<file path="config.mk">
export PLATFORM = sky130hd
export DESIGN_NAME = register_file
export DESIGN_NICKNAME = d
export VERILOG_FILES = /design/src/verilog/register_file.sv
export SDC_FILE = /design/constraint.sdc
export NUM_CORES = 1
export LEC_CHECK = 0
export BUFFER_PORTS_ARGS = -buffer_cell sky130_fd_sc_hd__clkbuf_2
export CORE_MARGIN = 2
export CORE_UTILIZATION = 38
export CTS_CLUSTER_SIZE = 20
export DETAILED_ROUTE_END_ITERATION = 7
export GPL_TIMING_DRIVEN = 0
export PLACE_DENSITY = 0.63
export SLEW_MARGIN = 0
export SYNTH_ARGS = -nofsm -noshare
export SYNTH_HDL_FRONTEND = slang
export SYNTH_SLANG_ARGS = --single-unit
</file>
<file path="constraint.sdc">
create_clock -name clk -period 1.8 [get_ports clk]
set_input_delay 0.18 -clock clk [delete_from_list [all_inputs] [get_ports clk]]
set_output_delay 0.18 -clock clk [all_outputs]
set_load 0.02 [all_outputs]
</file>
<file path="src/verilog/register_file.sv">
`timescale 1ns/1ps

module register_file (
	input  logic        clk,
	input  logic        rst,
	input  logic [3:0]  rd_sel_1,
	input  logic [3:0]  rd_sel_2,
	input  logic        wr_en,
	input  logic [3:0]  wr_sel,
	input  logic [15:0] wr_data,
	output logic [15:0] rd_data_1,
	output logic [15:0] rd_data_2
);

	logic [15:0] regs [16];

	always_ff @(posedge clk) begin
		if (rst) begin
			for (int i = 0; i < 16; i++)
				regs[i] <= '0;
		end else if (wr_en && wr_sel != 4'd0) begin
			regs[wr_sel] <= wr_data;
		end
	end

	// r0 is hardwired, a same-cycle write is passed straight through
	always_comb begin
		if (rd_sel_1 == 4'd0)
			rd_data_1 = '0;
		else if (wr_en && wr_sel == rd_sel_1)
			rd_data_1 = wr_data;
		else
			rd_data_1 = regs[rd_sel_1];

		if (rd_sel_2 == 4'd0)
			rd_data_2 = '0;
		else if (wr_en && wr_sel == rd_sel_2)
			rd_data_2 = wr_data;
		else
			rd_data_2 = regs[rd_sel_2];
	end

endmodule

</file>
==> metrics.txt <==
WP data required ~1.6 ns; Post-route DRC 0; Routed Wire Length around 42000 µm; outcome finished, violations left; Routed Antenna Nets 0; Slew Limit Fails 0; All-Layer GR Usage a little over a fifth; Post-synth EDFFs ~260; Fillers 3265; sequential area share after synthesis between 50% and 60%; Arr. time, crit path 2.31 ns; vias in the first global route between 9000 and 10000; Worst Setup End Kind output port; maxcap violations 0; synthesis-stage register bit count 256; Yosys cell types 29; Final setup viols 32; largest net degree at the start of global routing 17; Core ar. between 30000 and 40000 µm²; Area contributors post-synth edfxtp_1, and2_1, mux4_2, mux2i_1, o22ai_1; Longest Clk Path Bufs 3; CTS Buf Count 26; Slew HR a little under a third; first-pass GRT wire length slightly above 60000 µm; Setup crit start kind input port; hold_ws approximately 0.06 ns; Syn Area/Cell between 10 and 15 µm²; Yosys top cell area share roughly 55%; cell taking the most area after synthesis edfxtp_1; Critical Path Source rd_sel_1[3]; Row Count 70; initial antenna violation count 2; Die Span X a little under 200 µm; total power 14.7 mW; Slew @ Worst Pin between 1 and 1.5 ns; fin worst setup slack -0.685 ns; die area about 39000 µm²; post-cts hold buffer count 0; Port-buffer cells between 50 and 60; pwr dens about 900 nW/µm²; depth of the CTS H-tree 1; failing checks setup timing; Synth Instances ~1000; vias per inst between 5 and 6; kind of critical path input port to output port; die height about 200 µm; Total Neg Setup Slack -13.67 ns; period utilization 138%; drt first pass iters 5; IO Count 63; worst slack at placement -0.777 ns; share of cells above drive strength 1 between 20% and 30%; clk slew on worst S/H paths about 0.060 ns; worst vdd ir about 660 µV; Setup crit end rd_data_1[4]; RSZ-0062 raised after global routing true; CTS Sinks ~260; most flop-heavy register regs; Nets between 1000 and 1500; Layout Utilization ~45%; Synth Cell Area roughly 14000 µm²; HP Class input port to register; clock root buffer clkbuf_16; Hold Violations, Final 0; Starting Density roughly 39%; TritonCTS clock tree yes; via count 9508; Avg WL per Cell 25.4 µm; hpwl dp roughly 32000 µm; 1st-iter DRT viols approximately 960; largest fanout on the critical path 10; RD Place Congestion about 0.92; Pleak 5.92 nW; area delta synth->final 17.9%; fmax just over 0.4 GHz; Yosys warning total 0; Tmin final about 2.5 ns; Regs by FF count regs: 256 flops; ys flop type edfxtp_1; ys async rst share 0%; flip-flop count of the largest register after layout approximately 260; Remaining Overflow, GRT 0
[final cells by class]
cell class / count / area [µm²] / area share [%]
flip-flops and latches: 256 / 7690 / 46.2
multi-input cells: 705 / 6490 / 39.0
clock buffers: 35 / 706 / 4.24
plain buffers: 100 / 598 / 3.60
well taps: 468 / 586 / 3.52
repair buffers: 62 / 452 / 2.72
clock inverters: 12 / 106 / 0.639
diodes: 2 / 5.00 / 0.0301
[routing by layer]
layer	part of all wire, %	up-vias	global-route usage, %
met4	3.9	0	8.80
met3	6.3	92	2.52
met5	0	-	0
li1	-	4228	-
met1	40	4795	27.4
met2	50	393	37.3
[power by group]
group | internal, mW | switching (mW)
Sequential | 6.92 | 0.179
Combinational | 0.962 | 1.37
Clock | 3.02 | 2.29
Total | 10.9 | 3.84
[cells in the mapped netlist, types with 15 or more instances]
library cell,instances
a211oi_1,32
and2_1,240
or2_2,15
o22ai_1,64
buf_2,25
clkbuf_1,52
edfxtp_1,256
mux4_2,64
a31oi_1,30
o31ai_1,32
nand3_1,31
mux2i_1,128
[kinds of logic (layout without fill, tap and decap cells)]
kind of cell / after synthesis / count (layout) / share of synthesized area (%)
compound gates: 160 / 160 / 7.65
mux: 194 / 194 / 19.5
xor+xnor: 8 / 8 / 0.497
flops: 256 / 256 / 54.5
other cells: 1 / 18 / 0.0266
simple gates: 327 / 327 / 14.1
buf+inv: 101 / 209 / 3.78
[worst min-delay path by stage]
stage               start          to  slack, ns  depth (start not counted)
6_report       wr_data[7]  regs[2][7]       0.06                          2
5_1_grt        wr_data[6]  regs[3][6]       0.07                          2
4_1_cts        wr_data[7]  regs[2][7]       0.04                          2
3_5_place_dp   wr_data[7]  regs[3][7]       0.60                          2
3_3_place_gp   wr_data[7]  regs[3][7]       0.60                          2
2_1_floorplan  wr_data[0]  regs[1][0]       0.38                          1
[cells in the final DEF, fill, tap and decap left out, types with 24 or more instances in the layout]
cell type / count
and2_1: 240
clkbuf_16: 27
buf_4: 28
mux4_2: 64
nand3_1: 31
a211oi_2: 29
buf_2: 24
o22ai_1: 42
clkbuf_1: 53
clkbuf_2: 32
mux2i_1: 127
edfxtp_1: 256
o31ai_1: 32
[timing repair]
| action | in CTS | in global routing |
|---|---|---|
| resized for setup | 84 | 108 |
| pin swaps | 33 | 30 |
| hold endpoints to repair | 0 | 0 |
| setup buffers | 5 | 1 |
| setup endpoints to repair | 122 | 260 |
[worst max-delay path, stage by stage]
cell and delay (ns):
clkbuf_2 0.14, clkbuf_4 0.29, nor2b_2 0.51, buf_2 0.39
a211oi_1 0.14, a31oi_1 0.39, clkbuf_2 0.25
[metrics by stage]
step,cell area [µm²],std cells
CTS,16300,1638
finish,16600,1640
global route,16600,1639
global placement,15000,1586
floorplan,14200,1062
detailed placement,15000,1586
(Power assumes the default switching activity.)
