===== src/verilog/memory1c.sv =====
`timescale 1ns/1ps

module memory1c #(
	parameter int DEPTH = 256
) (
	input  logic        clk,
	input  logic        rst,
	input  logic        enable,
	input  logic        wr,
	input  logic [7:0]  addr,
	input  logic [15:0] data_in,
	output logic [15:0] data_out
);

	// Contents survive reset so a loaded program stays put
	logic [15:0] mem [DEPTH];

	assign data_out = enable ? mem[addr] : '0;

	always_ff @(posedge clk) begin
		if (enable && wr)
			mem[addr] <= data_in;
	end

	// Address must be known once the pipeline runs
	assert property (@(posedge clk) disable iff (rst) enable |-> !$isunknown(addr));

endmodule


===== config.mk =====
export PLATFORM = sky130hd
export DESIGN_NAME = memory1c
export DESIGN_NICKNAME = d
export VERILOG_FILES = /design/src/verilog/memory1c.sv
export SDC_FILE = /design/constraint.sdc
export NUM_CORES = 2
export LEC_CHECK = 0
export BUFFER_PORTS_ARGS = -buffer_cell sky130_fd_sc_hd__buf_4
export CELL_PAD_IN_SITES_DETAIL_PLACEMENT = 1
export CELL_PAD_IN_SITES_GLOBAL_PLACEMENT = 2
export CORE_MARGIN = 2
export CORE_UTILIZATION = 30
export CTS_CLUSTER_DIAMETER = 60
export DETAILED_ROUTE_END_ITERATION = 8
export GPL_TIMING_DRIVEN = 0
export PLACE_DENSITY_LB_ADDON = 0.1
export SYNTH_ARGS = -nofsm -noshare
export SYNTH_HDL_FRONTEND = slang
export SYNTH_SLANG_ARGS = --single-unit

===== constraint.sdc =====
create_clock -name clk -period 4.6 [get_ports clk]
set_clock_uncertainty 0.2 [all_clocks]
set_input_delay 0.69 -clock clk [delete_from_list [all_inputs] [get_ports clk]]
set_output_delay 0.69 -clock clk [all_outputs]
set_load 0.01 [all_outputs]

==> metrics.md <==
| Metric | Value |
|---|---|
| Cell types with the highest counts after synthesis | `sky130_fd_sc_hd__edfxtp_1, sky130_fd_sc_hd__mux4_2, sky130_fd_sc_hd__mux2i_1, sky130_fd_sc_hd__nor2_1, sky130_fd_sc_hd__clkbuf_1` |
| Final hold violation count | `0` |
| Post-Synthesis Net Count | `7,228` |
| Switching power | `19.6 mW` |
| First-pass DRT Iterations | `7` |
| Share of power burned in the clock network | `44.6%` |
| Hold Path Class | `input pin to flip-flop` |
| Final antenna-violating net count | `0` |
| Total congestion overflow after global routing | `0` |
| Number of buffers inserted by port buffering | `39` |
| CP dominant cell by count | `sky130_fd_sc_hd__buf_16` |
| Ordered list of cells on the worst path | `buf_12, buf_16, buf_16, buf_16, buf_6, mux4_2, a21oi_1, o211ai_1, o211ai_1, a221oi_4, buf_4` |
| Met2 Routed Length | `280 mm` |
| Largest registers | `mem x4096` |
| Met1 wire length | `270 mm` |
| DRC violation count after routing | `0` |
| Wire length of the first global-routing pass | `800 mm` |
| Count of synthesis-stage warnings from yosys | `0` |
| Largest net degree at the start of global routing | `134` |
| Seq/Total Area, Yosys | `78.1%` |
| Setup ws final | `-0.866 ns` |
| Max-capacitance violation count | `3` |
| Highest layer used for signal routing | `met5` |
| Number of flip-flops in the largest register | `4,096` |
| Max-slew violation count | `10` |
| Fraction of the cycle the final worst path needs | `119%` |
| Met3 WL post-DR | `36.8 mm` |
| Routed length per placed instance | `38.7 um` |
| Top FF cell, synth | `sky130_fd_sc_hd__edfxtp_1` |
| Fmax | `183 MHz` |
| Height of the die | `729 um` |
| Netlist area before placement | `0.158 mm2` |
| Die footprint | `0.531 mm2` |
| Worst-path maximum fanout | `6` |
| Number of synthesized flops with an enable pin | `4,096` |
| Post-DP HPWL | `415 mm` |
| Area of the core | `0.524 mm2` |
| Worst Min Path Start | `data_in[13]` |
| Rel. slew slack | `-4.96%` |
| Max H-tree Level | `5` |
| P&R area growth vs syn | `23.9%` |
| Failing checks | `capacitance limit, slew limit, setup timing` |
| Antenna violations before repair | `39` |
| Switching part of the total | `23.2%` |
| Cell chosen for the clock root | `sky130_fd_sc_hd__clkbuf_16` |
| Clock slew at the register clock pins of the worst setup and hold paths | `0.06 ns` |
| Standard cell with the maximum stage delay on the critical path | `sky130_fd_sc_hd__o211ai_1` |
| Most common cell in the synthesized netlist | `sky130_fd_sc_hd__edfxtp_1` |
| Transition time of the tightest slew-check pin | `1.57 ns` |
| CP bufs+invs | `6` |
| Data required time at the worst endpoint | `3.71 ns` |
| Die W | `729 um` |
| Share of the core filled with cells | `37.3%` |
| Number of global-route vias before repair | `84,343` |
| Routed via count | `81,795` |
| Deepest clock path buffer count | `4` |
| Critical path class | `input pin to output port` |
| Top-level port count | `44` |
| Internal power summed over all cells | `64.6 mW` |
| Power density of the placed cells | `431 mW/mm2` |
| Sequential fraction of design power | `48.9%` |
| Flop and latch count out of synthesis | `4,096` |
| FP Rows | `266` |
| IR Drop Worst-Case VDD | `0.327 mV` |
| Initial Util | `30.1%` |
| Fraction of layout instances using a drive strength above 1 | `35.4%` |
| Minimum period implied by the final worst setup slack | `5.47 ns` |
| Share of Yosys cell area claimed by the top area cell type | `78.1%` |
| Count of final setup violators | `86` |
| Synth area leader | `sky130_fd_sc_hd__edfxtp_1` |
| Asr flop ratio synth | `0%` |
| CP endpoint kind | `output port` |
| Gp weighted congestion | `0.915` |
| Clock tree from TritonCTS | `yes` |
| Dominant cells by area after synthesis | `sky130_fd_sc_hd__edfxtp_1, sky130_fd_sc_hd__mux4_2, sky130_fd_sc_hd__mux2i_1` |
| Unrepaired setup endpoints after global routing | `true` |
| Final TNS setup | `-12.61 ns` |
| Post-synthesis area per instance | `21.9 um2` |
| Final layout net count | `8,262` |
| Hold EP | `mem[168][13]` |
| Largest delay share family, worst path | `compound AO/OA/AOI/OAI gates` |
| Instance count along the most critical hold path | `2` |
| Synth cell types | `56` |
| Static leakage | `61.4 nW` |
| Nature of the critical path startpoint | `input pin` |
| First-iteration detailed-routing DRC count | `9,160` |
| Total routing resource utilization after global routing | `22.4%` |
| Sink count of the clock tree | `4,096` |
| Synthesized netlist cell count | `7,200` |
| Sum of routed wire length over all layers | `605 mm` |
| Stage delay of the slowest cell on the critical path | `1.24 ns` |
| Arrival time at the worst endpoint | `4.58 ns` |
| Vias per inst | `5.24` |
| Register ranked first by flip-flop count | `mem` |
| Run status | `finished, violations left` |
| Inserted Clock Buffers | `475` |
| Proportion of power drawn by combinational gates | `6.5%` |
-- kinds of logic (layout without fill, tap and decap cells) --
kind of cell	Yosys count	in the layout	share of synthesized area, %
other	0	18	0
DFF	4096	4096	78.1
AOI/OAI and AO/OA	693	693	3.17
muxes	1337	1337	15.5
buffers and inverters	455	1893	1.42
and+or+nand+nor	619	619	1.79
-- power by group through the flow --
stage | Combinational [mW] | Sequential, mW | Clock [mW]
after global routing | 5.67 | 41.1 | 39.6
after global placement | 4.56 | 42.0 | 0
after detailed placement | 4.81 | 41.9 | 0
final | 5.51 | 41.1 | 37.5
after CTS | 5.30 | 41.1 | 38.3
after floorplan | 1.88 | 41.9 | 0
-- timing repair --
item                       4_1_cts  5_1_grt
resized for setup              925      365
setup endpoints to repair     3654       79
hold buffers                    16        0
pin swaps                       84       87
cloned                           5        1
buffers inserted                78      135
hold endpoints to repair       504        0
-- how the worst max path moves through the flow --
stage               depth (start not counted)  slack [ns]      endpoint     from
floorplan                                  11        0.82   mem[128][0]  addr[0]
global placement                           11       -5.30  data_out[10]  addr[5]
detailed placement                         12       -3.70   data_out[8]  addr[5]
CTS                                        12       -0.79   data_out[4]  addr[0]
global route                               12       -0.74   data_out[3]  addr[0]
finish                                     11       -0.87   data_out[2]  addr[0]
-- cell type report --
class,instances,area [um2]
Fill cell,49867,329000
Sequential cell,4096,123000
Multi-Input combinational cell,2649,35200
Clock buffer,583,12400
Tap cell,6968,8720
Timing Repair Buffer,579,8440
Buffer,426,4560
Clock inverter,298,2890
Antenna cell,18,45.0
Inverter,7,33.8
-- per-layer routing --
metal | GRT usage (%) | vias up
li1 | - | 32820
met1 | 31.9 | 45815
met2 | 35.6 | 2478
met3 | 3.96 | 678
met4 | 5.80 | 4
met5 | 0 | -
-- stage by stage --
stage	instance area (um2)	power, mW	cells	setup slack (ns)	hold WS (ns)
finish	195000	84.2	15624	-0.866	0.327
CTS	193000	84.8	15481	-0.790	0.239
global route	195000	86.4	15609	-0.739	0.310
global placement	167000	46.6	14207	-5.30	1.89
detailed placement	173000	46.7	14511	-3.70	0.764
floorplan	158000	43.8	7200	0.817	0.589
-- cell usage in the layout, fill, tap and decap left out, drive strengths merged, types with 37 or more instances in the layout --
| cell | instances |
|---|---|
| clkbuf | 768 |
| a22oi | 182 |
| clkinv | 218 |
| o2111ai | 61 |
| mux2i | 442 |
| a22o | 46 |
| nand2 | 81 |
| nor2 | 271 |
| o22ai | 63 |
| a21oi | 94 |
| bufinv | 45 |
| a221oi | 37 |
| edfxtp | 4096 |
| nand3 | 146 |
| o21ai | 38 |
| buf | 801 |
| o211ai | 60 |
| mux4 | 887 |
Note: power is estimated with default switching activity, not from simulation.
