$ cat src/verilog/cpu_pkg.sv
package cpu_pkg;

	// Datapath widths
	localparam int DATA_W    = 16;
	localparam int REG_SEL_W = 4;

	// Bit positions in the flag word
	localparam int FLAG_Z = 0;
	localparam int FLAG_V = 1;
	localparam int FLAG_N = 2;

	// --------------------------------------------------
	// Opcodes
	// --------------------------------------------------
	localparam logic [3:0] OP_ADD = 4'h0;
	localparam logic [3:0] OP_SUB = 4'h1;
	localparam logic [3:0] OP_XOR = 4'h2;
	localparam logic [3:0] OP_AND = 4'h3;
	localparam logic [3:0] OP_SLL = 4'h4;
	localparam logic [3:0] OP_SRA = 4'h5;
	localparam logic [3:0] OP_ROR = 4'h6;
	localparam logic [3:0] OP_OR  = 4'h7;
	localparam logic [3:0] OP_LW  = 4'h8;
	localparam logic [3:0] OP_SW  = 4'h9;
	localparam logic [3:0] OP_LHB = 4'hA;
	localparam logic [3:0] OP_LLB = 4'hB;
	localparam logic [3:0] OP_B   = 4'hC;
	localparam logic [3:0] OP_BR  = 4'hD;
	localparam logic [3:0] OP_PCS = 4'hE;
	localparam logic [3:0] OP_HLT = 4'hF;

	// Branch conditions
	localparam logic [2:0] CC_NE = 3'd0;
	localparam logic [2:0] CC_EQ = 3'd1;
	localparam logic [2:0] CC_GT = 3'd2;
	localparam logic [2:0] CC_LT = 3'd3;
	localparam logic [2:0] CC_GE = 3'd4;
	localparam logic [2:0] CC_LE = 3'd5;
	localparam logic [2:0] CC_OV = 3'd6;
	localparam logic [2:0] CC_UN = 3'd7;

	// Memory sizes in words
	localparam int IMEM_DEPTH = 256;
	localparam int DMEM_DEPTH = 256;

	// Operand forward selects
	localparam logic [1:0] FWD_NONE = 2'd0;
	localparam logic [1:0] FWD_WB   = 2'd1;
	localparam logic [1:0] FWD_MEM  = 2'd2;

	// One instruction word, three field layouts
	typedef union packed {
		struct packed {
			logic [3:0] opcode;
			logic [3:0] rd;
			logic [3:0] rs;
			logic [3:0] rt;
		} r;
		struct packed {
			logic [3:0] opcode;
			logic [3:0] rd;
			logic [7:0] imm8;
		} i;
		struct packed {
			logic [3:0] opcode;
			logic [2:0] cc;
			logic [8:0] imm9;
		} b;
	} instr_t;

endpackage

$ cat src/verilog/hazard_unit.sv
`timescale 1ns/1ps

module hazard_unit
	import cpu_pkg::*;
(
	input  logic                 clk,
	input  logic                 rst,
	input  instr_t               id_instr,
	input  instr_t               ex_instr,
	input  logic                 ex_mem_read,
	input  logic                 mem_reg_write,
	input  logic [REG_SEL_W-1:0] mem_sel,
	input  logic                 wb_reg_write,
	input  logic [REG_SEL_W-1:0] wb_sel,
	input  logic [REG_SEL_W-1:0] ex_rs,
	input  logic [REG_SEL_W-1:0] ex_rt,
	input  logic                 wb_is_hlt,
	output logic                 stall,
	output logic [1:0]           fwd_a,
	output logic [1:0]           fwd_b,
	output logic                 hlt
);

	logic [3:0]           id_op;
	logic [REG_SEL_W-1:0] id_src_1, id_src_2, load_rd;
	logic                 uses_1, uses_2, hlt_q;

	// --------------------------------------------------
	// Load-use stall
	// --------------------------------------------------
	assign id_op = id_instr.r.opcode;
	assign id_src_1 = (id_op == OP_LHB || id_op == OP_LLB) ? id_instr.r.rd : id_instr.r.rs;
	assign id_src_2 = (id_op == OP_SW) ? id_instr.r.rd : id_instr.r.rt;
	// B, PCS and HLT touch no registers
	assign uses_1 = !(id_op inside {OP_B, OP_PCS, OP_HLT});
	assign uses_2 = id_op inside {OP_ADD, OP_SUB, OP_XOR, OP_AND, OP_OR, OP_SW};

	assign load_rd = ex_instr.r.rd;
	assign stall = ex_mem_read && (load_rd != '0)
		&& ((uses_1 && id_src_1 == load_rd) || (uses_2 && id_src_2 == load_rd));

	// --------------------------------------------------
	// Forwarding, youngest producer first
	// --------------------------------------------------
	function automatic logic [1:0] fwd_sel(input logic [REG_SEL_W-1:0] src);
		if (src == '0)
			return FWD_NONE;
		else if (mem_reg_write && mem_sel == src)
			return FWD_MEM;
		else if (wb_reg_write && wb_sel == src)
			return FWD_WB;
		else
			return FWD_NONE;
	endfunction

	always_comb begin
		fwd_a = fwd_sel(ex_rs);
		fwd_b = fwd_sel(ex_rt);
	end

	// Halt holds until the next reset
	always_ff @(posedge clk) begin
		if (rst)
			hlt_q <= 1'b0;
		else if (wb_is_hlt)
			hlt_q <= 1'b1;
	end

	assign hlt = hlt_q | wb_is_hlt;

	// The bubble behind a stall clears the load from execute
	assert property (@(posedge clk) disable iff (rst) stall |=> !stall);

endmodule

$ cat config.mk
export PLATFORM = sky130hd
export DESIGN_NAME = hazard_unit
export DESIGN_NICKNAME = d
export VERILOG_FILES = /design/src/verilog/cpu_pkg.sv /design/src/verilog/hazard_unit.sv
export SDC_FILE = /design/constraint.sdc
export NUM_CORES = 1
export LEC_CHECK = 0
export CAP_MARGIN = 20
export CORE_MARGIN = 5
export CORE_UTILIZATION = 30
export CTS_BUF_LIST = sky130_fd_sc_hd__clkbuf_2 sky130_fd_sc_hd__clkbuf_4 sky130_fd_sc_hd__clkbuf_8
export CTS_CLUSTER_SIZE = 24
export DETAILED_ROUTE_END_ITERATION = 16
export DONT_BUFFER_PORTS = 1
export GPL_TIMING_DRIVEN = 1
export HOLD_SLACK_MARGIN = 0.15
export PLACE_DENSITY = 0.55
export SLEW_MARGIN = 25
export SYNTH_ARGS = -nofsm -noshare
export SYNTH_HDL_FRONTEND = slang
export SYNTH_SLANG_ARGS = --single-unit
$ cat constraint.sdc
create_clock -name clk -period 1 [get_ports clk]
set_input_delay 0 -clock clk [delete_from_list [all_inputs] [get_ports clk]]
set_output_delay 0 -clock clk [all_outputs]
set_load 0.01 [all_outputs]
==> impl_metrics.py <==
metrics = {
    "clocking": {
        "hold_buffers": 3,
        "clock_latency_ns": 0,
    },
    "place": {
        "io_buffer_count": 0,
        "place_congestion": 0.783,
        "hpwl_um": 1340,
        "pre_cts_ws_ns": -0.0256,
    },
    "pwr": {
        "p_leak_nw": 0.232,
        "peakVddDrop_mv": 0.241,
        "p_per_area_nw_per_um2": 367,
        "power_mw": 0.227,
    },
    "final_layout": {
        "final_common_cell": "xnor2_1",
        "drive_gt1_share_pct": 6.49,
        "area_growth_pct": 11.7,
        "layout_common_cells": "xnor2_1, xor2_1, nand2_1, nor3_1, inv_1",
        "final_nets": 133,
        "reg_top3": "hlt_q: 1 flops",
        "largest_reg_flops": 1,
        "top_register": "hlt_q",
        "antenna_cells": 0,
    },
    "floorplan": {
        "core_um2": 1750,
        "ios": 60,
        "num_rows": 15,
        "die_area_um2": 2810,
        "start_util_pct": 31.8,
        "dieWidth_um": 53.0,
        "die_h_um": 53.0,
    },
    "critical_path": {
        "worst-path-max-fanout": 5,
        "cp-end-kind": "output port",
        "critPathLaunchType": "primary input",
        "crit_family": "simple AND/OR/NAND/NOR gates",
        "criticalPathCategory": "primary input to output port",
        "crit_chain": "and4bb_4, mux2i_2, xor2_1, o21ai_1, o22ai_2",
        "r2r_end": "hlt_q",
        "critPathArrivalTime_ns": 1.01,
        "crit_buf_inv": 0,
        "r2r_start": "hlt_q",
        "ff2ff_setup_slack_ns": 0.15,
        "slowest_delay_ns": 0.36,
        "critical_path_required_ns": 1.00,
        "worst-r2r-cell-count": 2,
        "slowest_stage": "and4bb_4",
    },
    "timing": {
        "layout_min_cycle_time_ns": 1.01,
        "period_share_pct": 101,
        "worst_pin_slew_ns": 0.401,
        "finalHoldViolations": 0,
        "maxSlewViolCount": 0,
        "max_freq_ghz": 0.992,
        "setup_viol": 1,
        "setup_slack_ns": -0.00854,
        "skew_ns": 0,
        "slew_headroom_pct": 73.1,
        "rsz0062_at_grt": "true",
        "finalSetupTns_ns": -0.00854,
    },
    "min_path": {
        "hp-class": "primary input to output port",
        "worstHoldStart": "wb_is_hlt",
        "min_path_cells": 1,
        "whs_endpoint": "hlt",
    },
    "grt": {
        "antenna_found_initial": 0,
        "grt-busiest-layer": "met2",
        "grt_pass1_wl_um": 2290,
        "gr-usage-met2_pct": 17.8,
        "grt_pass1_vias": 558,
        "grt_use_met3_pct": 3.10,
        "use_met1_pct": 12.9,
        "grtUsageTotal_pct": 10.3,
        "grt_max_degree": 7,
        "grt-ovfl-total": 0,
    },
    "routing": {
        "drtIter0Drc": 6,
        "num_vias": 522,
        "dr.pass1.iters": 3,
        "drc": 0,
        "wl_per_cell_um": 14.5,
        "drt-total-wl_um": 1470,
        "ant_nets": 0,
        "vias_per_cell": 5.12,
    },
    "status": {
        "status": "complete, but fails checks",
        "failed_checks": "negative setup slack",
    },
    "yosys": {
        "avgSynthCellArea_um2": 7.49,
        "ys_ff_latch": 1,
        "synth_cell_types": 29,
        "syn_inst": 74,
        "yosysSeqAreaShare_pct": 3.61,
        "syn_area_um2": 554,
        "yosysWarningCount": 0,
        "synth.net_count": 128,
    },
    "job": {
        "cap_violations": 0,
    },
}
[metal layers]
layer | vias to the layer above | part of all wire (%)
met5 | - | 0
met4 | 0 | 0
met1 | 227 | 41
met3 | 0 | 9.6
li1 | 279 | -
met2 | 16 | 50
[repair_timing]
item / in CTS / in global routing
endpoints found under the setup margin: 1 / 1
setup buffers: 0 / 0
endpoints found under the hold margin: 6 / 3
resized for setup: 0 / 1
pin swaps: 3 / 0
[power breakdown]
part           internal [mW]  switching (mW)  total, mW
clock                      0               0          0
sequential            0.0436        0.000487     0.0440
combinational          0.109          0.0745      0.183
total                  0.152          0.0750      0.227
[area by class of cell]
cell class                 count  area (µm²)
multi-input combinational     68         519
inverter                       5        18.8
tap                           25        31.3
fill                         194        1130
sequential                     1        20.0
timing repair buffer           3        30.0
[worst max path at each step]
stage,start,end,slack [ns],cells after the start
global route,id_instr[13],stall,-0.05,5
detailed placement,id_instr[14],stall,-0.03,5
CTS,id_instr[13],stall,-0.02,5
floorplan,id_instr[14],stall,0.07,5
finish,id_instr[13],stall,-0.009,5
global placement,id_instr[14],stall,-0.02,5
[synth_stat cells, drive strengths merged]
library cell	count	area (µm²)
nor3	6	30.0
and4bb	1	16.3
nand3b	1	20.0
o2111ai	1	8.76
nand3	1	5.00
a22o	1	8.76
dfxtp	1	20.0
a21bo	1	10.0
or2	3	18.8
a21oi	3	15.0
mux2i	5	50.1
o21ai	2	10.0
o2bb2ai	1	8.76
nand4	2	12.5
a211oi	1	7.51
nor4	2	12.5
o41a	1	11.3
nand2b	3	18.8
inv	5	18.8
a32oi	1	8.76
o22ai	2	18.8
xor2	9	78.8
a21boi	2	15.0
o31ai	1	7.51
nand2	6	22.5
xnor2	10	87.6
nor2b	2	12.5
[worst reg2reg max path, delay by kind of cell (launching register included)]
family / cells / cell delay (ns)
simple gates: 2 / 0.47
flops: 1 / 0.27
[kinds of logic (layout without fill, tap and decap cells)]
logic type | Yosys count | after routing | share of synthesized area [%]
simple gates | 27 | 27 | 30.5
xor+xnor | 19 | 19 | 30.0
compound gates | 17 | 17 | 23.5
mux | 5 | 5 | 9.03
buf+inv | 5 | 8 | 3.39
flops | 1 | 1 | 3.61
[per-stage QoR]
step	utilization, %	hold slack (ns)	cells	area, µm²
after CTS	35.3	0.118	102	616
after global routing	35.5	0.123	102	619
after global placement	33.5	0.0743	99	586
final	35.5	0.117	102	619
after floorplan	-	0.0716	74	554
after detailed placement	33.5	0.0747	99	586
Note: power is estimated with default switching activity, not from simulation.
