[src/verilog/cpu_pkg.sv]
package cpu_pkg;

	// Datapath widths
	localparam int DATA_W    = 16;
	localparam int REG_SEL_W = 4;

	// Bit positions in the flag word
	localparam int FLAG_Z = 0;
	localparam int FLAG_V = 1;
	localparam int FLAG_N = 2;

	// --------------------------------------------------
	// Opcodes
	// --------------------------------------------------
	localparam logic [3:0] OP_ADD = 4'h0;
	localparam logic [3:0] OP_SUB = 4'h1;
	localparam logic [3:0] OP_XOR = 4'h2;
	localparam logic [3:0] OP_AND = 4'h3;
	localparam logic [3:0] OP_SLL = 4'h4;
	localparam logic [3:0] OP_SRA = 4'h5;
	localparam logic [3:0] OP_ROR = 4'h6;
	localparam logic [3:0] OP_OR  = 4'h7;
	localparam logic [3:0] OP_LW  = 4'h8;
	localparam logic [3:0] OP_SW  = 4'h9;
	localparam logic [3:0] OP_LHB = 4'hA;
	localparam logic [3:0] OP_LLB = 4'hB;
	localparam logic [3:0] OP_B   = 4'hC;
	localparam logic [3:0] OP_BR  = 4'hD;
	localparam logic [3:0] OP_PCS = 4'hE;
	localparam logic [3:0] OP_HLT = 4'hF;

	// Branch conditions
	localparam logic [2:0] CC_NE = 3'd0;
	localparam logic [2:0] CC_EQ = 3'd1;
	localparam logic [2:0] CC_GT = 3'd2;
	localparam logic [2:0] CC_LT = 3'd3;
	localparam logic [2:0] CC_GE = 3'd4;
	localparam logic [2:0] CC_LE = 3'd5;
	localparam logic [2:0] CC_OV = 3'd6;
	localparam logic [2:0] CC_UN = 3'd7;

	// Memory sizes in words
	localparam int IMEM_DEPTH = 256;
	localparam int DMEM_DEPTH = 256;

	// Operand forward selects
	localparam logic [1:0] FWD_NONE = 2'd0;
	localparam logic [1:0] FWD_WB   = 2'd1;
	localparam logic [1:0] FWD_MEM  = 2'd2;

	// One instruction word, three field layouts
	typedef union packed {
		struct packed {
			logic [3:0] opcode;
			logic [3:0] rd;
			logic [3:0] rs;
			logic [3:0] rt;
		} r;
		struct packed {
			logic [3:0] opcode;
			logic [3:0] rd;
			logic [7:0] imm8;
		} i;
		struct packed {
			logic [3:0] opcode;
			logic [2:0] cc;
			logic [8:0] imm9;
		} b;
	} instr_t;

endpackage

[src/verilog/alu.sv]
`timescale 1ns/1ps

module alu
	import cpu_pkg::*;
(
	input  logic [DATA_W-1:0] in_a,
	input  logic [DATA_W-1:0] in_b,
	input  logic [2:0]        op,
	output logic [DATA_W-1:0] result,
	output logic [2:0]        flags,
	output logic [2:0]        flag_wen
);

	logic [DATA_W-1:0]   sum, diff, sat;
	logic [2*DATA_W-1:0] rot_wide;
	logic                add_ovf, sub_ovf, ovf;

	assign sum = in_a + in_b;
	assign diff = in_a - in_b;
	assign add_ovf = (in_a[DATA_W-1] == in_b[DATA_W-1]) && (sum[DATA_W-1] != in_a[DATA_W-1]);
	assign sub_ovf = (in_a[DATA_W-1] != in_b[DATA_W-1]) && (diff[DATA_W-1] != in_a[DATA_W-1]);
	// Clamp toward the sign of the first operand
	assign sat = in_a[DATA_W-1] ? 16'h8000 : 16'h7FFF;
	assign rot_wide = {in_a, in_a} >> in_b[3:0];

	always_comb begin
		ovf = 1'b0;
		flag_wen = '0;
		flag_wen[FLAG_Z] = 1'b1;
		case ({1'b0, op})
			OP_ADD: begin
				result = add_ovf ? sat : sum;
				ovf = add_ovf;
				flag_wen = '1;
			end
			OP_SUB: begin
				result = sub_ovf ? sat : diff;
				ovf = sub_ovf;
				flag_wen = '1;
			end
			OP_XOR:  result = in_a ^ in_b;
			OP_AND:  result = in_a & in_b;
			OP_SLL:  result = in_a << in_b[3:0];
			OP_SRA:  result = $signed(in_a) >>> in_b[3:0];
			OP_ROR:  result = rot_wide[DATA_W-1:0];
			default: result = in_a | in_b;
		endcase
	end

	always_comb begin
		flags[FLAG_Z] = (result == '0);
		flags[FLAG_V] = ovf;
		flags[FLAG_N] = result[DATA_W-1];
	end

endmodule

[config.mk]
export PLATFORM = sky130hd
export DESIGN_NAME = alu
export DESIGN_NICKNAME = d
export VERILOG_FILES = /design/src/verilog/cpu_pkg.sv /design/src/verilog/alu.sv
export SDC_FILE = /design/constraint.sdc
export NUM_CORES = 1
export LEC_CHECK = 0
export ABC_AREA = 1
export BUFFER_PORTS_ARGS = -buffer_cell sky130_fd_sc_hd__clkbuf_2
export CAP_MARGIN = 15
export CORE_UTILIZATION = 57
export DETAILED_ROUTE_END_ITERATION = 6
export PLACE_DENSITY = 0.81
export SETUP_SLACK_MARGIN = 0.05
export SLEW_MARGIN = 20
export SYNTH_ARGS = -nofsm -noshare
export SYNTH_HDL_FRONTEND = slang
export SYNTH_SLANG_ARGS = --single-unit
[constraint.sdc]
create_clock -name vclk -period 4.5
set_input_delay 0.675 -clock vclk [all_inputs]
set_output_delay 0.675 -clock vclk [all_outputs]
set_load 0.01 [all_outputs]
==> flow_summary.rst <==
.. list-table::
   :header-rows: 1

   * - Metric
     - Value
   * - Result of the run
     - finished, violations left
   * - Violated checks
     - negative setup slack
   * - Die Y-Extent
     - 92.2 µm
   * - Nature of the critical path startpoint
     - input pin
   * - Vias per Instance
     - 5.83
   * - HPWL after detailed placement
     - 14500 µm
   * - Power after layout
     - 852 µW
   * - DRC violations left
     - 0
   * - Flip-flop and latch count
     - 0
   * - # nets final
     - 1156
   * - Post-synthesis to final-layout area growth
     - 28.7%
   * - Slew Viols, Final
     - 0
   * - Sum of overflow across all layers after global routing
     - 0
   * - Final setup margin
     - -0.172 ns
   * - Die width
     - 92.2 µm
   * - Routed wire length
     - 19700 µm
   * - Antenna diodes
     - 0
   * - Crit-path most repeated cell
     - sky130_fd_sc_hd__nand2_2
   * - Reg area
     - 0 µm²
   * - Top area cells in the synthesized netlist
     - sky130_fd_sc_hd__nand2_1 29%, sky130_fd_sc_hd__nand3_1 15%, sky130_fd_sc_hd__ha_1 14%
   * - Length of the first detailed-routing pass in iterations
     - 6
   * - Area of the core
     - 7810 µm²
   * - Largest fanout on the critical path
     - 3
   * - Largest net degree at the start of global routing
     - 36
   * - Worst hold path endpoint
     - flag_wen[1]
   * - Fraction of layout instances using a drive strength above 1
     - 25.4%
   * - Syn_nets
     - 1027
   * - Number of clock buffers in the layout
     - 0
   * - Vias in the first global route
     - 5824
   * - Final standard cell count with taps included and fillers excluded
     - 1167
   * - Hold crit path type
     - in -> out
   * - Crit. path cell count
     - 29
   * - Total setup violations reported at the end of the flow
     - 1
   * - Vias post-DR
     - 6800
   * - Combined buffer and inverter count along the critical path
     - 4
   * - Critical Path Source
     - in_a[0]
   * - Worst slack at placement
     - -0.108 ns
   * - Relative slew slack
     - 58.7%
   * - Die Footprint
     - 8490 µm²
   * - Final standard cell utilization of the core
     - 76.4%
   * - Hold Path Cell Cnt
     - 5
   * - Number of I/O port buffers
     - 56
   * - I/O Pins
     - 57
   * - Share of the synthesized area in the top cell type
     - 28.8%
   * - Starting density of the core
     - 59.3%
   * - Count of endpoints failing hold in the final timing report
     - 0
   * - Final Cell Area
     - 5960 µm²
   * - Gate count after technology mapping
     - 938
   * - Post-Synthesis Mean Instance Area
     - 4.94 µm²
   * - Initial antenna violation count
     - 0
   * - Worst Min Path Start
     - op[0]
   * - Minimum clock period after layout
     - 4.67 ns
   * - Worst Setup Path Type
     - in -> out
   * - Post-synthesis cell type with the largest combined area
     - sky130_fd_sc_hd__nand2_1
   * - Kind of cell adding the most delay to the critical path
     - simple AND/OR/NAND/NOR gates
   * - # Max-Cap Violations
     - 0
   * - Instance area at placement
     - 5400 µm²
   * - Area of the mapped netlist
     - 4630 µm²
   * - Standard cell with the maximum stage delay on the critical path
     - sky130_fd_sc_hd__fa_1
   * - Post-synthesis sequential area ratio
     - 0%
   * - Filler Cells Inserted
     - 682
   * - Crit path arrival time
     - 4.00 ns
   * - Worst vdd rail ir drop
     - 103 µV
   * - Count of different cell masters after synthesis
     - 40
   * - Routability-driven placement congestion ratio
     - 1.04
   * - 1st-iter DRT viols
     - 879
   * - Total number of placement rows
     - 32
   * - Power density over the cells
     - 143 nW/µm²
   * - Worst setup EP type
     - output pin
   * - First-pass GRT wire length
     - 28800 µm
   * - Post-detailed-route wirelength per cell
     - 16.9 µm
   * - Multi-input gate area
     - 4180 µm²
   * - Worst path max stage delay
     - 0.56 ns
   * - Post-detailed-route count of antenna-violating nets
     - 0
   * - Critical Path RT
     - 3.83 ns
   * - Setup repair after global routing missed its margin
     - true
   * - Pin slew with the least headroom to its limit
     - 0.620 ns
   * - Maximum achievable frequency
     - 214 MHz
   * - Total track usage
     - 43.0%
   * - Final worst hold slack
     - 1.84 ns
   * - Dpl cells
     - 1139
   * - Leakage power total
     - 3.48 nW
   * - Tcrit/Tclk final
     - 104%
   * - Yosys warns
     - 0
   * - Accumulated negative setup slack
     - -0.172 ns
cell usage in the layout (no fill, tap or decap), types with 2 or more instances in the layout:
cell	synthesis	layout
sky130_fd_sc_hd__nand3_2	1	3
sky130_fd_sc_hd__xor2_1	9	9
sky130_fd_sc_hd__ha_4	0	10
sky130_fd_sc_hd__a21oi_2	5	7
sky130_fd_sc_hd__o21ai_1	3	5
sky130_fd_sc_hd__ha_1	51	37
sky130_fd_sc_hd__a21oi_1	38	35
sky130_fd_sc_hd__nor2_2	1	10
sky130_fd_sc_hd__inv_2	11	21
sky130_fd_sc_hd__buf_6	10	6
sky130_fd_sc_hd__nor2_1	93	82
sky130_fd_sc_hd__nor3_2	1	2
sky130_fd_sc_hd__clkbuf_2	0	47
sky130_fd_sc_hd__nand4_1	8	8
sky130_fd_sc_hd__nor2_4	0	2
sky130_fd_sc_hd__o21ai_0	30	25
sky130_fd_sc_hd__inv_4	1	8
sky130_fd_sc_hd__o21ai_2	1	4
sky130_fd_sc_hd__o21a_1	3	3
sky130_fd_sc_hd__ha_2	0	4
sky130_fd_sc_hd__buf_8	0	4
sky130_fd_sc_hd__buf_4	6	107
sky130_fd_sc_hd__fa_1	3	3
sky130_fd_sc_hd__inv_1	109	91
sky130_fd_sc_hd__and3_1	2	2
sky130_fd_sc_hd__nor3_1	4	3
sky130_fd_sc_hd__nand2_4	1	3
sky130_fd_sc_hd__o21bai_1	2	2
sky130_fd_sc_hd__nand2_1	355	340
sky130_fd_sc_hd__o211ai_1	2	2
sky130_fd_sc_hd__nand3_1	143	141
sky130_fd_sc_hd__nand2_2	13	26
Yosys cell counts, types with 2 or more instances:
library cell / instances
sky130_fd_sc_hd__nand2_1: 355
sky130_fd_sc_hd__nand3_1: 143
sky130_fd_sc_hd__inv_1: 109
sky130_fd_sc_hd__nor2_1: 93
sky130_fd_sc_hd__ha_1: 51
sky130_fd_sc_hd__a21oi_1: 38
sky130_fd_sc_hd__o21ai_0: 30
sky130_fd_sc_hd__buf_2: 14
sky130_fd_sc_hd__nand2_2: 13
sky130_fd_sc_hd__inv_2: 11
sky130_fd_sc_hd__buf_6: 10
sky130_fd_sc_hd__xor2_1: 9
sky130_fd_sc_hd__nand4_1: 8
sky130_fd_sc_hd__clkbuf_1: 7
sky130_fd_sc_hd__buf_4: 6
sky130_fd_sc_hd__a21oi_2: 5
sky130_fd_sc_hd__nor3_1: 4
sky130_fd_sc_hd__fa_1: 3
sky130_fd_sc_hd__o21a_1: 3
sky130_fd_sc_hd__o21ai_1: 3
sky130_fd_sc_hd__and3_1: 2
sky130_fd_sc_hd__o211ai_1: 2
sky130_fd_sc_hd__o21bai_1: 2
tightest hold or removal path: stages:
cell and delay (ns):
sky130_fd_sc_hd__clkbuf_2 0.12, sky130_fd_sc_hd__nor2_1 0.07, sky130_fd_sc_hd__nand2_1 0.09, sky130_fd_sc_hd__nand2_1 0.08, sky130_fd_sc_hd__clkbuf_2 0.13
where the power goes:
| part | switching [mW] | internal, mW | total, mW | leakage, nW |
|---|---|---|---|---|
| Clock | 0 | 0 | 0 | 0 |
| Sequential | 0 | 0 | 0 | 0 |
| Combinational | 0.524 | 0.327 | 0.852 | 3.48 |
kinds of logic (layout without fill, tap and decap cells):
group                      after synthesis  count (layout)  share of synthesized area, %
xor gates and xnor gates                10              10                          1.89
AOI/OAI and AO/OA                       88              88                          10.6
buffers and inverters                  160             287                          15.5
adders and majority gates               54              54                          15.1
and+or+nand+nor                        625             625                          56.9
other                                    1               1                        0.0809
worst max-delay path by stage:
stage,to,slack (ns)
CTS,flags[0],-0.003
floorplan,flags[0],0.07
detailed placement,flags[0],-0.11
finish,flags[0],-0.17
global placement,flags[0],-0.08
global route,flags[0],-0.30
routing by layer:
metal	wire [µm]	up-vias	part of all wire, %	track usage [%]
li1	-	3220	-	-
met1	7820	2926	40	58.8
met2	8130	533	41	64.3
met3	2490	121	13	8.37
met4	1250	0	6.4	19.9
met5	0	-	0	0
what timing repair did:
item,CTS,global route
gates resized for setup,24,79
setup buffers,21,8
endpoints found under the setup margin,4,16
hold buffers,0,0
pin swaps,16,44
cell type report:
cell class | count | area share [%]
Multi-Input combinational cell | 778 | 70.1
Tap cell | 102 | 2.14
Timing Repair Buffer | 165 | 19.6
Inverter | 122 | 8.12
(Power assumes the default switching activity.)
