$ cat config.mk
export PLATFORM = sky130hd
export DESIGN_NAME = branch_ctrl
export DESIGN_NICKNAME = d
export VERILOG_FILES = /design/src/verilog/cpu_pkg.sv /design/src/verilog/branch_ctrl.sv
export SDC_FILE = /design/constraint.sdc
export NUM_CORES = 1
export LEC_CHECK = 0
export BUFFER_PORTS_ARGS = -buffer_cell sky130_fd_sc_hd__buf_2
export CAP_MARGIN = 10
export CELL_PAD_IN_SITES_DETAIL_PLACEMENT = 0
export CELL_PAD_IN_SITES_GLOBAL_PLACEMENT = 1
export CORE_UTILIZATION = 31
export DETAILED_ROUTE_END_ITERATION = 7
export PLACE_DENSITY_LB_ADDON = 0.1
export REMOVE_ABC_BUFFERS = 1
export SETUP_SLACK_MARGIN = 0.5
export SLEW_MARGIN = 25
export SYNTH_ARGS = -nofsm -noshare
export SYNTH_HDL_FRONTEND = slang
export SYNTH_SLANG_ARGS = --single-unit
$ cat constraint.sdc
create_clock -name vclk -period 5.22
set_input_delay 0.783 -clock vclk [all_inputs]
set_output_delay 0.783 -clock vclk [all_outputs]
set_load 0.005 [all_outputs]
$ cat src/verilog/cpu_pkg.sv
package cpu_pkg;

	// Datapath widths
	localparam int DATA_W    = 16;
	localparam int REG_SEL_W = 4;

	// Bit positions in the flag word
	localparam int FLAG_Z = 0;
	localparam int FLAG_V = 1;
	localparam int FLAG_N = 2;

	// --------------------------------------------------
	// Opcodes
	// --------------------------------------------------
	localparam logic [3:0] OP_ADD = 4'h0;
	localparam logic [3:0] OP_SUB = 4'h1;
	localparam logic [3:0] OP_XOR = 4'h2;
	localparam logic [3:0] OP_AND = 4'h3;
	localparam logic [3:0] OP_SLL = 4'h4;
	localparam logic [3:0] OP_SRA = 4'h5;
	localparam logic [3:0] OP_ROR = 4'h6;
	localparam logic [3:0] OP_OR  = 4'h7;
	localparam logic [3:0] OP_LW  = 4'h8;
	localparam logic [3:0] OP_SW  = 4'h9;
	localparam logic [3:0] OP_LHB = 4'hA;
	localparam logic [3:0] OP_LLB = 4'hB;
	localparam logic [3:0] OP_B   = 4'hC;
	localparam logic [3:0] OP_BR  = 4'hD;
	localparam logic [3:0] OP_PCS = 4'hE;
	localparam logic [3:0] OP_HLT = 4'hF;

	// Branch conditions
	localparam logic [2:0] CC_NE = 3'd0;
	localparam logic [2:0] CC_EQ = 3'd1;
	localparam logic [2:0] CC_GT = 3'd2;
	localparam logic [2:0] CC_LT = 3'd3;
	localparam logic [2:0] CC_GE = 3'd4;
	localparam logic [2:0] CC_LE = 3'd5;
	localparam logic [2:0] CC_OV = 3'd6;
	localparam logic [2:0] CC_UN = 3'd7;

	// Memory sizes in words
	localparam int IMEM_DEPTH = 256;
	localparam int DMEM_DEPTH = 256;

	// Operand forward selects
	localparam logic [1:0] FWD_NONE = 2'd0;
	localparam logic [1:0] FWD_WB   = 2'd1;
	localparam logic [1:0] FWD_MEM  = 2'd2;

	// One instruction word, three field layouts
	typedef union packed {
		struct packed {
			logic [3:0] opcode;
			logic [3:0] rd;
			logic [3:0] rs;
			logic [3:0] rt;
		} r;
		struct packed {
			logic [3:0] opcode;
			logic [3:0] rd;
			logic [7:0] imm8;
		} i;
		struct packed {
			logic [3:0] opcode;
			logic [2:0] cc;
			logic [8:0] imm9;
		} b;
	} instr_t;

endpackage

$ cat src/verilog/branch_ctrl.sv
`timescale 1ns/1ps

module branch_ctrl
	import cpu_pkg::*;
(
	input  instr_t            instr,
	input  logic [DATA_W-1:0] pc_plus_2,
	input  logic [2:0]        flags,
	input  logic [DATA_W-1:0] reg_target,
	output logic              taken,
	output logic [DATA_W-1:0] target
);

	logic              z, v, n, cond;
	logic              is_b, is_br;
	logic [DATA_W-1:0] offset;

	assign z = flags[FLAG_Z];
	assign v = flags[FLAG_V];
	assign n = flags[FLAG_N];

	always_comb begin
		case (instr.b.cc)
			CC_NE:   cond = !z;
			CC_EQ:   cond = z;
			CC_GT:   cond = !z && !n;
			CC_LT:   cond = n;
			CC_GE:   cond = z || !n;
			CC_LE:   cond = n || z;
			CC_OV:   cond = v;
			CC_UN:   cond = 1'b1;
			default: cond = 1'b0;
		endcase
	end

	assign is_b = (instr.b.opcode == OP_B);
	assign is_br = (instr.b.opcode == OP_BR);
	assign taken = (is_b || is_br) && cond;

	// imm9 counts words from the next instruction
	assign offset = {{6{instr.b.imm9[8]}}, instr.b.imm9, 1'b0};
	assign target = is_br ? {reg_target[DATA_W-1:1], 1'b0} : pc_plus_2 + offset;

endmodule

==> metrics.md, run 1 <==
| Metric | Value |
|---|---|
| First-pass GRT wire length | `4020 um` |
| Most used routing layer | `met2` |
| Max-slew violations | `0` |
| Hold Path Class | `in -> out` |
| CP endpoint kind | `output pin` |
| Final hold violation count | `0` |
| FMAX | `0.279 GHz` |
| Power per cell area | `around 120 nW/um^2` |
| Post-CTS sizing | `0` |
| Die height | `58.2 um` |
| Compound-Gate Fraction of Synth Area | `37.3%` |
| Top Ports | `68` |
| Post-synth top area cell | `ha_1` |
| Post-synth top cells | `a21oi_1 (21), nor2_1 (20), ha_1 (14)` |
| FFs & Latches | `0` |
| Worst setup SP type | `primary input` |
| Status | `finished clean` |
| Most common cell in the synthesized netlist | `a21oi_1` |
| Leak Pwr | `0.679 nW` |
| First DRT Iteration DRCs | `14` |
| Met2 Resource Use GR | `about 28%` |
| Diodes inserted | `0` |
| WL/cell | `roughly 9.9 um` |
| Fraction of layout cells with a size suffix above 1 | `about 40%` |
| Mapped Cells | `137` |
| Dpl cell area | `~1300 um^2` |
| Post-synthesis simple-gate area fraction | `19.1%` |
| Final min period | `3.58 ns` |
| Die width | `around 58 um` |
| Clkbuf count | `0` |
| Antenna violations before repair | `0` |
| Adder-Cell Fraction of Synth Area | `19.9%` |
| Worst-Margin Slew | `0.471 ns` |
| Core area | `3030 um^2` |
| Syn-to-layout area delta | `36.3%` |
| Combinational fraction of design power | `100.0%` |
| Number of global-route vias before repair | `1006` |
| Ranking of synthesized cells by area | `ha_1 (18%), a21oi_1 (11%), nor2_1 (7.7%)` |
| I/O Buffers | `between 60 and 70` |
| Clock share of power | `0%` |
| CP max FO | `3` |
| Detailed Place HPWL | `approximately 2100 um` |
| Setup TNS | `0 ns` |
| Mapped Area | `978 um^2` |
| Met3 usage | `0%` |
| Fillers | `337` |
| Die area | `3380 um^2` |
| Largest net degree at the start of global routing | `28` |
| Total of max-cap violations | `0` |
| Final setup fails | `0` |
| Initial core utilization | `32.3%` |
| Synthesized area per cell | `7.14 um^2` |
| Data arrival time at the worst-slack endpoint | `2.80 ns` |
| Nets | `268` |
| Final wirelength | `2420 um` |
| Flop pwr share | `0%` |
| Hold-fix buffers, CTS | `0` |
| Non-Filler Cell Area, Final | `1330 um^2` |
| Drt pass-1 iters | `5` |
| Post-Synth XOR/XNOR Area | `12.5%` |
| Largest family of logic cells by synthesized area | `compound AO/OA/AOI/OAI gates` |
| Via count | `1178` |
| Normalized max-slew margin | `68.5%` |
| Ys Warns | `0` |
| Footprint of the flip-flops and latches | `0 um^2` |
| M1 GR Usage | `18.3%` |
| Cell variety after synth | `36` |
| DRT antenna net count | `0` |
| Setup bufs post-CTS | `0` |
| Tot Pwr | `roughly 0.00016 W` |
| Share of the synthesized area in the top cell type | `between 10% and 20%` |
| Mux cell area share after synthesis | `5.63%` |
| DRC | `0` |
| Switching share of total power | `47.9%` |
| Floorplan row count | `20` |
| VDD IR max | `0.0000480 V` |
| Grt ovf | `0` |
| RSZ-0062 raised after global routing | `false` |
| Pint | `roughly 0.000085 W` |
| Register area share after synthesis | `0%` |
| Crit Path Class | `in -> out` |
| Data required time of the worst path | `4.44 ns` |
| Total GRT Usage | `14.2%` |
| Placer Congestion | `0.748` |
| Psw | `0.0000786 W` |
| Final Cycle Share | `68.6%` |
| DR vias/cell | `4.83` |
==> worst max-delay path, stage by stage <==
cell       delay (ns)
buf_2            0.08
ha_1             0.20
inv_1            0.07
fa_1             0.39
nand2b_1         0.19
a21oi_2          0.20
o2111ai_1        0.17
a31oi_1          0.24
xnor2_1          0.09
mux2_2           0.26
buf_2            0.12
==> path summary, 6_finish.rpt <==
| kind | cells past startpoint | from | end | slack (ns) |
|---|---|---|---|---|
| max | 11 | instr[0] | target[15] | 1.64 |
| min | 3 | instr[13] | taken | 1.81 |
==> routing by layer <==
layer | up-vias | share of wire, %
met4 | 0 | 0.79
met3 | 2 | 3.1
met5 | - | 0
met2 | 33 | 52
li1 | 634 | -
met1 | 509 | 44
==> cells in the final DEF, fill, tap and decap left out, types with 2 or more instances in the layout <==
cell      count
and3_1        2
nand3_1       2
a31oi_1       3
xnor2_1       7
and2_1        2
a21o_1        3
nand2b_1      3
a21oi_2       2
a21oi_1      21
nand2_1       5
a211oi_1      2
nor2_1       20
a211o_1       2
ha_1         14
nor3_1        4
o22ai_2       2
o21ai_0       6
mux2_2        4
o21ai_1       3
xor2_1        7
inv_1         5
nor2b_1       2
buf_2        67
==> through the flow <==
stage / util, % / hold slack (ns) / setup slack [ns] / std cells
floorplan: - / 1.60 / 2.00 / 133
global route: 44.0 / 1.82 / 1.48 / 244
finish: 44.0 / 1.81 / 1.64 / 244
global placement: 44.0 / 1.81 / 1.63 / 244
CTS: 44.0 / 1.81 / 1.61 / 244
detailed placement: 44.0 / 1.81 / 1.61 / 244
==> cells by family after synthesis <==
logic type | count (synthesis)
simple gates | 41
fa+ha+maj | 15
mux | 5
compound gates | 53
xor+xnor | 14
buf+inv | 9
==> layout make-up <==
type	count	area, um^2	share of cell area, %
Multi-Input combinational cell	128	925	69.3
Timing Repair Buffer	67	335	25.1
Tap cell	44	55.1	4.13
Inverter	5	18.8	1.41
==> power groups by stage <==
stage	Combinational (W)	Sequential, W	Clock [W]
floorplan	0.000106	0	0
global placement	0.000164	0	0
detailed placement	0.000166	0	0
CTS	0.000167	0	0
global route	0.000185	0	0
finish	0.000164	0	0
Power figures use the tool's default switching activity.
==> inputs of run 2 (changes only) <==
--- a/config.mk
+++ b/config.mk
@@ -9,7 +9,7 @@
 export CAP_MARGIN = 10
 export CELL_PAD_IN_SITES_DETAIL_PLACEMENT = 0
 export CELL_PAD_IN_SITES_GLOBAL_PLACEMENT = 1
-export CORE_UTILIZATION = 31
+export CORE_UTILIZATION = 29
 export DETAILED_ROUTE_END_ITERATION = 7
 export PLACE_DENSITY_LB_ADDON = 0.1
 export REMOVE_ABC_BUFFERS = 1
==> constraint.sdc (replaced) <==
create_clock -name vclk -period 3.3
set_input_delay 0.495 -clock vclk [all_inputs]
set_output_delay 0.495 -clock vclk [all_outputs]
set_load 0.005 [all_outputs]
==> metrics.md, run 2 (same netlist as run 1, synthesis figures left out) <==
| Metric | Value |
|---|---|
| Fillers | `349` |
| Final min period | `roughly 2.7 ns` |
| Total of max-cap violations | `0` |
| Antenna violations before repair | `0` |
| Status | `finished clean` |
| Non-Filler Cell Area, Final | `1450 um^2` |
| Hold Crit Depth | `3` |
| Hold Path Class | `in -> out` |
| DRC | `0` |
| Normalized max-slew margin | `about two thirds` |
| Commonest non-fill, non-tap cell in the layout | `buf_2` |
| Final wirelength | `2620 um` |
| Grt ovf | `0` |
| Largest net degree at the start of global routing | `28` |
| Detailed Place HPWL | `approximately 2200 um` |
| Die width | `60.1 um` |
| Combinational fraction of design power | `100.0%` |
| FFs & Latches | `0` |
| FMAX | `0.368 GHz` |
| DRT antenna net count | `0` |
| Final setup fails | `0` |
| Psw | `~0.00013 W` |
| Max-slew violations | `0` |
| Nets | `271` |
| Hold-fix buffers, CTS | `0` |
| Floorplan row count | `20` |
| Drt pass-1 iters | `4` |
| CP max FO | `3` |
| Initial core utilization | `31.3%` |
| Switching share of total power | `a little under half` |
| DRT met1 WL | `1130 um` |
| Crit Path Class | `in -> out` |
| Top Ports | `68` |
| Die area | `3610 um^2` |
| Worst-Margin Slew | `0.483 ns` |
| Number of global-route vias before repair | `1176` |
| Placer Congestion | `0.794` |
| Die height | `60.1 um` |
| VDD IR max | `0.0000732 V` |
| I/O Buffers | `67` |
| Dpl cell area | `1330 um^2` |
| Final Cycle Share | `82.4%` |
| Setup TNS | `0 ns` |
| Clkbuf count | `0` |
| DR vias/cell | `4.86` |
| First-pass GRT wire length | `4400 um` |
| Pint | `about 0.00015 W` |
| Worst setup SP type | `primary input` |
| CP endpoint kind | `output pin` |
| Total GRT Usage | `14.9%` |
| RSZ-0062 raised after global routing | `true` |
| Data arrival time at the worst-slack endpoint | `approximately 2.2 ns` |
| WL/cell | `between 10 and 15 um` |
| Power per cell area | `195 nW/um^2` |
| Data required time of the worst path | `2.80 ns` |
| Routed wl met2 | `between 1000 and 1500 um` |
| Core area | `between 3000 and 4000 um^2` |
| Max Used Layer | `met4` |
| Most frequent cells in the layout | `buf_2 (66), nor2_1 (20), a21oi_1 (20), ha_1 (10)` |
| Fraction of layout cells with a size suffix above 1 | `46.8%` |
| Via count | `1200` |
| Leak Pwr | `0.702 nW` |
| Met3 wire len | `101 um` |
| Syn-to-layout area delta | `47.7%` |
| Final hold violation count | `0` |
| Diodes inserted | `0` |
| First DRT Iteration DRCs | `31` |
| Flop pwr share | `0%` |
| Footprint of the flip-flops and latches | `0 um^2` |
| Clock share of power | `0%` |
## run 2: cell types whose count changed in the layout (fill, tap and decap cells not counted), sizes merged
cell,delta
buf,+3
## run 2: worst paths after layout
kind	startpoint	endpoint	slack [ns]
max	instr[0]	target[15]	0.58
min	instr[13]	taken	1.23
## run 2: metal layers
layer | up-vias | global-route usage [%]
li1 | 639 | -
met1 | 529 | 17.6
met2 | 30 | 30.0
met3 | 2 | 0.649
met4 | 0 | 0.997
met5 | - | 0
## run 2: power by group through the flow
| stage | Combinational [W] | Sequential, W | Clock, W |
|---|---|---|---|
| floorplan | 0.000167 | 0 | 0 |
| global placement | 0.000261 | 0 | 0 |
| detailed placement | 0.000263 | 0 | 0 |
| CTS | 0.000275 | 0 | 0 |
| global route | 0.000316 | 0 | 0 |
| finish | 0.000281 | 0 | 0 |
## run 2: critical path: stages
cell and delay (ns):
buf_2 0.10, ha_4 0.12, inv_1 0.04, fa_2 0.33
nand2b_4 0.16, a21oi_4 0.17, o2111ai_2 0.14, a31oi_2 0.21
xnor2_1 0.09, mux2_2 0.25, buf_2 0.12
## run 2: metrics by stage
| stage | total power (W) | std cells | hold WS, ns | util, % | setup slack [ns] |
|---|---|---|---|---|---|
| after CTS | 0.000275 | 247 | 1.23 | 44.7 | 0.507 |
| after detailed placement | 0.000263 | 244 | 1.23 | 42.6 | 0.293 |
| after floorplan | 0.000167 | 133 | 1.03 | - | 0.659 |
| after global placement | 0.000261 | 244 | 1.23 | 42.6 | 0.327 |
| after global routing | 0.000316 | 247 | 1.26 | 46.2 | 0.481 |
| final | 0.000281 | 247 | 1.23 | 46.2 | 0.580 |
## run 2: final cells by class
type	count	area, um^2	area share (%)
Inverter	5	18.8	1.30
Multi-Input combinational cell	128	1010	69.7
Tap cell	44	55.1	3.81
Timing Repair Buffer	70	364	25.2
## run 2: what timing repair did
item,4_1_cts,5_1_grt
setup endpoints to repair,5,5
buffers inserted,3,0
gates resized for setup,7,9
pin swaps,6,6
